[src/source/telemetry_pkg.sv]
// Telemetry transmitter definitions
`default_nettype none

package telemetry_pkg;

	// clock cycles per serial bit
	localparam int unsigned BIT_TICKS = 8;
	// width of the bit-period counter
	localparam int unsigned TICK_W = $clog2(BIT_TICKS);

	// start bit, eight data bits, stop bit
	localparam int unsigned FRAME_BITS = 10;
	// width of the bit index inside a frame
	localparam int unsigned BIT_W = $clog2(FRAME_BITS);

	// analog multiplexer channels
	localparam int unsigned NUM_CHANNELS = 8;
	localparam int unsigned CHAN_W = $clog2(NUM_CHANNELS);

	// upper nibble of every header byte
	localparam logic [3:0] HEADER_TAG = 4'hC;

	// which of the two frames of a pair is on the line
	typedef enum logic {
		FRAME_HEADER,
		FRAME_SAMPLE
	} frame_kind_t;

	// one frame request from the scheduler
	typedef struct packed {
		frame_kind_t kind;
		logic [7:0]  payload;
	} tx_frame_t;

	// line interface state seen by the rest of the design
	typedef struct packed {
		logic busy;
		logic error;
	} line_status_t;

	// latched conversion result with its channel
	typedef struct packed {
		logic [CHAN_W-1:0] channel;
		logic [7:0]        value;
	} sample_t;

	// acquisition sequencing
	typedef enum logic [2:0] {
		SEQ_MUX,
		SEQ_SETTLE,
		SEQ_START,
		SEQ_EOC_HI,
		SEQ_EOC_LO,
		SEQ_LATCH,
		SEQ_HANDOFF,
		SEQ_DRAIN
	} seq_state_t;

	// frame scheduling
	typedef enum logic [1:0] {
		SCHED_IDLE,
		SCHED_HEADER_WAIT,
		SCHED_SAMPLE_WAIT
	} sched_state_t;

	// line interface
	typedef enum logic [1:0] {
		LINE_IDLE,
		LINE_LOAD,
		LINE_SEND,
		LINE_WAIT_END
	} line_state_t;

	// serial shifting
	typedef enum logic {
		SHIFT_IDLE,
		SHIFT_RUN
	} shift_state_t;

endpackage

`default_nettype wire

[src/source/sample_sequencer.sv]
// Acquisition sequencer
`default_nettype none
`timescale 1ns/1ps

module sample_sequencer (
	input  wire                                 clock,
	input  wire                                 rst_n,
	input  wire                                 eoc,
	input  wire  [7:0]                          data_in,
	input  wire                                 rdy,
	output logic                                soc,
	output logic                                load_dato,
	output logic                                mux_en,
	output logic [telemetry_pkg::CHAN_W-1:0]    canale,
	output logic                                send_data,
	output telemetry_pkg::sample_t              sample
);

	import telemetry_pkg::*;

	seq_state_t state;

	// last channel before wrapping back to zero
	localparam logic [CHAN_W-1:0] LAST_CHANNEL = CHAN_W'(NUM_CHANNELS - 1);

	// control machine
	always_ff @(posedge clock or negedge rst_n) begin
		if (!rst_n) begin
			state     <= SEQ_MUX;
			soc       <= 1'b0;
			load_dato <= 1'b0;
			mux_en    <= 1'b0;
			canale    <= '0;
			send_data <= 1'b0;
		end else begin
			case (state)
				SEQ_MUX: begin
					// select the current channel on the external mux
					mux_en <= 1'b1;
					state  <= SEQ_SETTLE;
				end
				SEQ_SETTLE: begin
					// one cycle for the mux output to settle
					state <= SEQ_START;
				end
				SEQ_START: begin
					soc   <= 1'b1;
					state <= SEQ_EOC_HI;
				end
				SEQ_EOC_HI: begin
					// converter signals it has started
					if (eoc) begin
						state <= SEQ_EOC_LO;
					end
				end
				SEQ_EOC_LO: begin
					// end of conversion, data_in already valid
					if (!eoc) begin
						load_dato <= 1'b1;
						state     <= SEQ_LATCH;
					end
				end
				SEQ_LATCH: begin
					// byte is captured in this cycle by the payload block
					load_dato <= 1'b0;
					soc       <= 1'b0;
					mux_en    <= 1'b0;
					send_data <= 1'b1;
					if (canale == LAST_CHANNEL) begin
						canale <= '0;
					end else begin
						canale <= canale + 1'b1;
					end
					state <= SEQ_HANDOFF;
				end
				SEQ_HANDOFF: begin
					// scheduler took the sample once rdy is up
					if (rdy) begin
						send_data <= 1'b0;
						state     <= SEQ_DRAIN;
					end
				end
				SEQ_DRAIN: begin
					// both frames done when rdy drops
					if (!rdy) begin
						state <= SEQ_MUX;
					end
				end
				default: begin
					state <= SEQ_MUX;
				end
			endcase
		end
	end

	// sample payload, taken while load_dato is high
	always_ff @(posedge clock) begin
		if (state == SEQ_LATCH) begin
			sample.channel <= canale;
			sample.value   <= data_in;
		end
	end

endmodule

`default_nettype wire

[src/source/frame_scheduler.sv]
// Frame scheduler
`default_nettype none
`timescale 1ns/1ps

module frame_scheduler (
	input  wire                         clock,
	input  wire                         rst_n,
	input  wire                         send_data,
	input  telemetry_pkg::sample_t      sample,
	input  wire                         confirm,
	output logic                        rdy,
	output logic                        shot,
	output logic                        add_mpx2,
	output telemetry_pkg::tx_frame_t    frame
);

	import telemetry_pkg::*;

	sched_state_t state;
	logic [7:0]   header_byte;
	logic         start_pair;
	logic         start_sample;

	// tag nibble, a zero bit, then the channel
	assign header_byte = {HEADER_TAG, 1'b0, sample.channel};

	// first frame of a pair
	assign start_pair = (state == SCHED_IDLE) && send_data;
	// second frame once the header is confirmed
	assign start_sample = (state == SCHED_HEADER_WAIT) && confirm;

	always_ff @(posedge clock or negedge rst_n) begin
		if (!rst_n) begin
			state    <= SCHED_IDLE;
			rdy      <= 1'b0;
			shot     <= 1'b0;
			add_mpx2 <= 1'b0;
		end else begin
			// shot is a single-cycle strobe
			shot <= 1'b0;
			case (state)
				SCHED_IDLE: begin
					if (start_pair) begin
						rdy   <= 1'b1;
						shot  <= 1'b1;
						state <= SCHED_HEADER_WAIT;
					end
				end
				SCHED_HEADER_WAIT: begin
					if (start_sample) begin
						// mux2 marks the sample frame on the line
						add_mpx2 <= 1'b1;
						shot     <= 1'b1;
						state    <= SCHED_SAMPLE_WAIT;
					end
				end
				SCHED_SAMPLE_WAIT: begin
					if (confirm) begin
						add_mpx2 <= 1'b0;
						rdy      <= 1'b0;
						state    <= SCHED_IDLE;
					end
				end
				default: begin
					state <= SCHED_IDLE;
				end
			endcase
		end
	end

	// frame word stays put until the next shot
	always_ff @(posedge clock) begin
		if (start_pair) begin
			frame.kind    <= FRAME_HEADER;
			frame.payload <= header_byte;
		end else if (start_sample) begin
			frame.kind    <= FRAME_SAMPLE;
			frame.payload <= sample.value;
		end
	end

endmodule

`default_nettype wire

[src/source/line_interface.sv]
// Serial line interface
`default_nettype none
`timescale 1ns/1ps

module line_interface (
	input  wire                             clock,
	input  wire                             rst_n,
	input  wire                             shot,
	input  telemetry_pkg::tx_frame_t        frame,
	input  wire                             dsr,
	input  wire                             tx_end,
	output logic                            load_shift,
	output logic [7:0]                      shift_data,
	output logic                            confirm,
	output telemetry_pkg::line_status_t     status
);

	import telemetry_pkg::*;

	line_state_t state;
	logic        error_q;
	logic        accept;

	// dsr is looked at once, in the cycle after shot
	assign accept = (state == LINE_LOAD) && dsr;

	always_ff @(posedge clock or negedge rst_n) begin
		if (!rst_n) begin
			state      <= LINE_IDLE;
			load_shift <= 1'b0;
			confirm    <= 1'b0;
			error_q    <= 1'b0;
		end else begin
			// both strobes last one cycle
			load_shift <= 1'b0;
			confirm    <= 1'b0;
			case (state)
				LINE_IDLE: begin
					if (shot) begin
						state <= LINE_LOAD;
					end
				end
				LINE_LOAD: begin
					if (accept) begin
						// holding register fills at this edge
						error_q    <= 1'b0;
						load_shift <= 1'b1;
						state      <= LINE_SEND;
					end else begin
						// refused frame is dropped and reported done
						error_q <= 1'b1;
						confirm <= 1'b1;
						state   <= LINE_IDLE;
					end
				end
				LINE_SEND: begin
					// shifter has the byte now
					state <= LINE_WAIT_END;
				end
				LINE_WAIT_END: begin
					// stop bit finished
					if (tx_end) begin
						confirm <= 1'b1;
						state   <= LINE_IDLE;
					end
				end
				default: begin
					state <= LINE_IDLE;
				end
			endcase
		end
	end

	// holding register
	always_ff @(posedge clock) begin
		if (accept) begin
			shift_data <= frame.payload;
		end
	end

	assign status.busy  = (state != LINE_IDLE);
	assign status.error = error_q;

endmodule

`default_nettype wire

[src/source/serial_shifter.sv]
// Serial frame shifter
`default_nettype none
`timescale 1ns/1ps

module serial_shifter (
	input  wire        clock,
	input  wire        rst_n,
	input  wire        load_shift,
	input  wire  [7:0] shift_data,
	output logic       data_out,
	output logic       tx_end
);

	import telemetry_pkg::*;

	shift_state_t           state;
	logic [TICK_W-1:0]      tick_cnt;
	logic [BIT_W-1:0]       bit_idx;
	logic [FRAME_BITS-1:0]  shift_reg;
	logic                   bit_done;
	logic                   last_bit;

	// end of the current bit period
	assign bit_done = (state == SHIFT_RUN) && (tick_cnt == TICK_W'(BIT_TICKS - 1));
	// stop bit is the last one of the frame
	assign last_bit = (bit_idx == BIT_W'(FRAME_BITS - 1));

	assign tx_end = bit_done && last_bit;

	// line idles high, otherwise the top of the shift register
	assign data_out = (state == SHIFT_RUN) ? shift_reg[FRAME_BITS-1] : 1'b1;

	// bit timing and frame position
	always_ff @(posedge clock or negedge rst_n) begin
		if (!rst_n) begin
			state    <= SHIFT_IDLE;
			tick_cnt <= '0;
			bit_idx  <= '0;
		end else begin
			case (state)
				SHIFT_IDLE: begin
					if (load_shift) begin
						tick_cnt <= '0;
						bit_idx  <= '0;
						state    <= SHIFT_RUN;
					end
				end
				SHIFT_RUN: begin
					if (bit_done) begin
						tick_cnt <= '0;
						if (last_bit) begin
							state <= SHIFT_IDLE;
						end else begin
							bit_idx <= bit_idx + 1'b1;
						end
					end else begin
						tick_cnt <= tick_cnt + 1'b1;
					end
				end
				default: begin
					state <= SHIFT_IDLE;
				end
			endcase
		end
	end

	// start bit on top, data msb first, stop bit at the bottom
	always_ff @(posedge clock) begin
		if (state == SHIFT_IDLE && load_shift) begin
			shift_reg <= {1'b0, shift_data, 1'b1};
		end else if (bit_done) begin
			shift_reg <= {shift_reg[FRAME_BITS-2:0], 1'b1};
		end
	end

endmodule

`default_nettype wire

[src/source/telemetry_tx_top.sv]
// Telemetry transmitter top level
`default_nettype none
`timescale 1ns/1ps

module telemetry_tx_top (
	input  wire                                 clock,
	input  wire                                 rst_n,
	input  wire                                 eoc,
	input  wire  [7:0]                          data_in,
	input  wire                                 dsr,
	output wire                                 soc,
	output wire                                 load_dato,
	output wire                                 mux_en,
	output wire                                 add_mpx2,
	output wire  [telemetry_pkg::CHAN_W-1:0]    canale,
	output wire                                 error,
	output wire                                 data_out
);

	import telemetry_pkg::*;

	// sequencer to scheduler
	sample_t      sample;
	wire          send_data;
	wire          rdy;

	// scheduler to line interface
	tx_frame_t    frame;
	wire          shot;
	wire          confirm;
	line_status_t status;

	// line interface to shifter
	wire          load_shift;
	wire [7:0]    shift_data;
	wire          tx_end;

	assign error = status.error;

	sample_sequencer u_sequencer (
		.clock     (clock),
		.rst_n     (rst_n),
		.eoc       (eoc),
		.data_in   (data_in),
		.rdy       (rdy),
		.soc       (soc),
		.load_dato (load_dato),
		.mux_en    (mux_en),
		.canale    (canale),
		.send_data (send_data),
		.sample    (sample)
	);

	frame_scheduler u_scheduler (
		.clock     (clock),
		.rst_n     (rst_n),
		.send_data (send_data),
		.sample    (sample),
		.confirm   (confirm),
		.rdy       (rdy),
		.shot      (shot),
		.add_mpx2  (add_mpx2),
		.frame     (frame)
	);

	line_interface u_line (
		.clock      (clock),
		.rst_n      (rst_n),
		.shot       (shot),
		.frame      (frame),
		.dsr        (dsr),
		.tx_end     (tx_end),
		.load_shift (load_shift),
		.shift_data (shift_data),
		.confirm    (confirm),
		.status     (status)
	);

	serial_shifter u_shifter (
		.clock      (clock),
		.rst_n      (rst_n),
		.load_shift (load_shift),
		.shift_data (shift_data),
		.data_out   (data_out),
		.tx_end     (tx_end)
	);

endmodule

`default_nettype wire

[config.mk]
export PLATFORM = sky130hd
export DESIGN_NAME = telemetry_tx_top
export DESIGN_NICKNAME = d
export VERILOG_FILES = /design/src/source/telemetry_pkg.sv /design/src/source/sample_sequencer.sv /design/src/source/frame_scheduler.sv /design/src/source/line_interface.sv /design/src/source/serial_shifter.sv /design/src/source/telemetry_tx_top.sv
export SDC_FILE = /design/constraint.sdc
export NUM_CORES = 1
export LEC_CHECK = 0
export BUFFER_PORTS_ARGS = -buffer_cell sky130_fd_sc_hd__buf_2
export CORE_MARGIN = 3
export CORE_UTILIZATION = 45
export DETAILED_ROUTE_END_ITERATION = 12
export HOLD_SLACK_MARGIN = 0.03
export SETUP_SLACK_MARGIN = 0.1
export SLEW_MARGIN = 20
export SYNTH_ARGS = -nofsm -noshare
export SYNTH_HDL_FRONTEND = slang
export SYNTH_SLANG_ARGS = --single-unit
[constraint.sdc]
create_clock -name clock -period 3 [get_ports clock]
set_input_delay 0.6 -clock clock [delete_from_list [all_inputs] [get_ports clock]]
set_output_delay 0.6 -clock clock [all_outputs]
set_load 0.03 [all_outputs]
==> run metrics <==
final critical delay including setup and external delays roughly 1.8 ns; number of max-cap violations 0; reg-to-reg endpoint u_shifter.shift_reg[2]; cell count after placement 280; overall overflow remaining after global route 0; final setup TNS 0 ns; pin count of the biggest net entering global routing 29; cts-stage hold buffer count 0; average detailed-routed wire length per instance 13.9 um; Final Hold Fails 0; Final Max Slew Viols 0; drt first-iter violations 64; start of the worst register-to-register path u_shifter.tick_cnt[0]; worst r2r path cells 4; portion of total power attributed to sequential cells 52.6%; wire length of the first global-routing pass 7200 um; kind of start point of the critical path register; relative slew slack between 50% and 60%; total routing resource utilization after global routing 14.6%; number of synthesized register bits 64; sum of routed wire length over all layers 4100 um; endpoint arrival time on the critical path 1.80 ns; top-level port count 21; share of async-settable or async-resettable flops after synthesis a little over two fifths; worst hold margin 0.292 ns; maximum number of buffers from clock root to sink 2; fin nets 237; Max Clock Freq 542 MHz; die area roughly 6700 um^2; RSZ-0062 raised after global routing no; actual slew at the worst max-slew pin 0.669 ns; Resized Gates After CTS 0; worst min path class primary input to async pin; number of buffers inserted to repair setup after CTS 0; PortBufs 20; leading register cell type out of synthesis sky130_fd_sc_hd__edfxtp_1; Comb power frac between 20% and 30%; Critical Path Sink Type register; data required time at the worst endpoint 2.96 ns; clock insertion delay at the later pin of the skew report 0.32 ns; First-pass DRT Iterations 4; Final GP Congestion 0.822; CP max FO 9; antenna diode count 0; via count around 1600; TritonCTS clock tree done; Synth Instances 196; number of antenna violations at the first check in global routing 0; area growth from synthesis to layout 12.0%; post-route insts no fill around 300; count of nets left with antenna violations after detail routing 0; standard-cell row count 27; CTS clk-pin slew, worst paths 0.06 ns; switching part of the total 32.6%; vertical die dimension 81.9 um; standard cell core area 5540 um^2; Internal 1.79 mW; Syn Nets 214; fraction of layout cells with a size suffix above 1 22.3%; total number of clock tree sinks 64; clk_skew roughly 0.0057 ns; net switching power 0.864 mW; synthesized area 2590 um^2; chip width 81.9 um; Via density 5.26; drt drc 0; WS Path Type register to register; result of the run finished, final reports clean; number of enable flip-flop cells after synthesis 30; H-Tree Level Count 3; startpoint of the most critical setup path u_shifter.tick_cnt[0]; sum of net half-perimeters after detailed placement 2930 um; leakage power 1.18 nW; post-synth cell types 40; Synth Area per Inst 13.2 um^2; number of global-route vias before repair 1540; r2r setup slk roughly 1.2 ns; sequential element share of the synthesized area roughly 66%; Worst VDD drop approximately 0.46 mV; power density cells between 900 and 1000 nW/um^2; number of synthesis warnings 0; portion of total power attributed to the clock network 22.4%; final cycle utilization of the critical path between 60% and 70%; Largest register FFs 11; Clk Tree Root Cell sky130_fd_sc_hd__clkbuf_8; Initial Utilization 46.8%; number of buffers created by CTS 9; setup violators final 0
cell usage in the layout, fill, tap and decap left out, drive strengths merged, types with 4 or more instances in the layout:
cell,synthesis,layout
inv,9,9
buf,4,20
a22o,7,7
nor2,15,15
dfxtp,6,6
nand2,14,14
clkbuf,4,12
o21ai,7,7
a21o,4,4
dfrtp,28,28
a21oi,12,12
nand2b,5,5
edfxtp,30,30
ha,6,6
mux2,13,13
worst max-delay path, stage by stage (launching register included):
cell and delay (ns):
sky130_fd_sc_hd__dfrtp_1 0.36, sky130_fd_sc_hd__ha_1 0.16, sky130_fd_sc_hd__ha_1 0.30, sky130_fd_sc_hd__nor2b_1 0.14
sky130_fd_sc_hd__nor2_1 0.52
cell usage after synthesis (2+ instances only):
cell | number | area, um^2
sky130_fd_sc_hd__a21o_1 | 3 | 22.5
sky130_fd_sc_hd__a21oi_1 | 12 | 60.1
sky130_fd_sc_hd__a22o_1 | 7 | 61.3
sky130_fd_sc_hd__a2bb2oi_1 | 2 | 17.5
sky130_fd_sc_hd__a31oi_1 | 3 | 18.8
sky130_fd_sc_hd__a32o_1 | 2 | 20.0
sky130_fd_sc_hd__buf_2 | 4 | 20.0
sky130_fd_sc_hd__clkbuf_1 | 3 | 11.3
sky130_fd_sc_hd__dfrtp_1 | 28 | 701
sky130_fd_sc_hd__dfxtp_1 | 6 | 120
sky130_fd_sc_hd__edfxtp_1 | 30 | 901
sky130_fd_sc_hd__ha_1 | 6 | 75.1
sky130_fd_sc_hd__inv_1 | 9 | 33.8
sky130_fd_sc_hd__mux2_2 | 13 | 146
sky130_fd_sc_hd__nand2_1 | 14 | 52.6
sky130_fd_sc_hd__nand2b_1 | 5 | 31.3
sky130_fd_sc_hd__nand3_1 | 2 | 10.0
sky130_fd_sc_hd__nor2_1 | 14 | 52.6
sky130_fd_sc_hd__nor2b_1 | 2 | 12.5
sky130_fd_sc_hd__o21a_1 | 3 | 22.5
sky130_fd_sc_hd__o21ai_0 | 7 | 35.0
sky130_fd_sc_hd__o22ai_1 | 2 | 12.5
sky130_fd_sc_hd__or3b_1 | 2 | 17.5
per-layer routing:
layer	share of wire [%]	wire [um]	global-route usage, %
met4	1.7	71	9.30
met5	0	0	0
met2	49	2030	22.9
met3	3.7	151	4.39
met1	45	1860	17.6
logic make-up (layout without fill, tap and decap cells):
| logic type | after synthesis | in the layout | share of synthesized area [%] |
|---|---|---|---|
| compound gates | 48 | 48 | 12.7 |
| fa+ha+maj | 6 | 6 | 2.90 |
| flops | 64 | 64 | 66.4 |
| xor+xnor | 1 | 1 | 0.338 |
| simple gates | 47 | 47 | 9.32 |
| buf+inv | 17 | 45 | 2.70 |
| mux | 13 | 13 | 5.65 |
power groups by stage:
stage                     sequential, mW  clock (mW)  combinational (mW)
final                               1.39       0.594               0.663
after global routing                1.43       0.657               0.757
after CTS                           1.39       0.614               0.676
after detailed placement            1.41           0               0.676
after global placement              1.40           0               0.642
after floorplan                     1.39           0               0.511
layout make-up:
| type | count | area, um^2 |
|---|---|---|
| clock inverters | 4 | 21.3 |
| inverters | 9 | 33.8 |
| clock buffers | 12 | 135 |
| repair buffers | 20 | 100 |
| flip-flops and latches | 64 | 1720 |
| fillers | 482 | 2640 |
| well taps | 72 | 90.1 |
| multi-input cells | 115 | 801 |
how the worst max path moves through the flow:
stage          cells after the start                     end  slack, ns
3_3_place_gp                       4  u_shifter.shift_reg[6]       1.25
6_report                           4  u_shifter.shift_reg[2]       1.15
3_5_place_dp                       4  u_shifter.shift_reg[6]       1.14
2_1_floorplan                      5  u_shifter.shift_reg[1]       1.40
4_1_cts                            4  u_shifter.shift_reg[4]       1.15
5_1_grt                            5  u_shifter.shift_reg[9]       0.98
per-stage QoR:
step	util, %	instance area (um^2)	total power, mW	worst slack (ns)
3_5_place_dp	49.6	2750	2.09	1.14
5_1_grt	52.4	2900	2.85	0.985
3_3_place_gp	49.6	2750	2.04	1.25
2_1_floorplan	-	2590	1.90	1.40
4_1_cts	52.4	2900	2.68	1.15
6_report	52.4	2900	2.65	1.15
(Power assumes the default switching activity.)
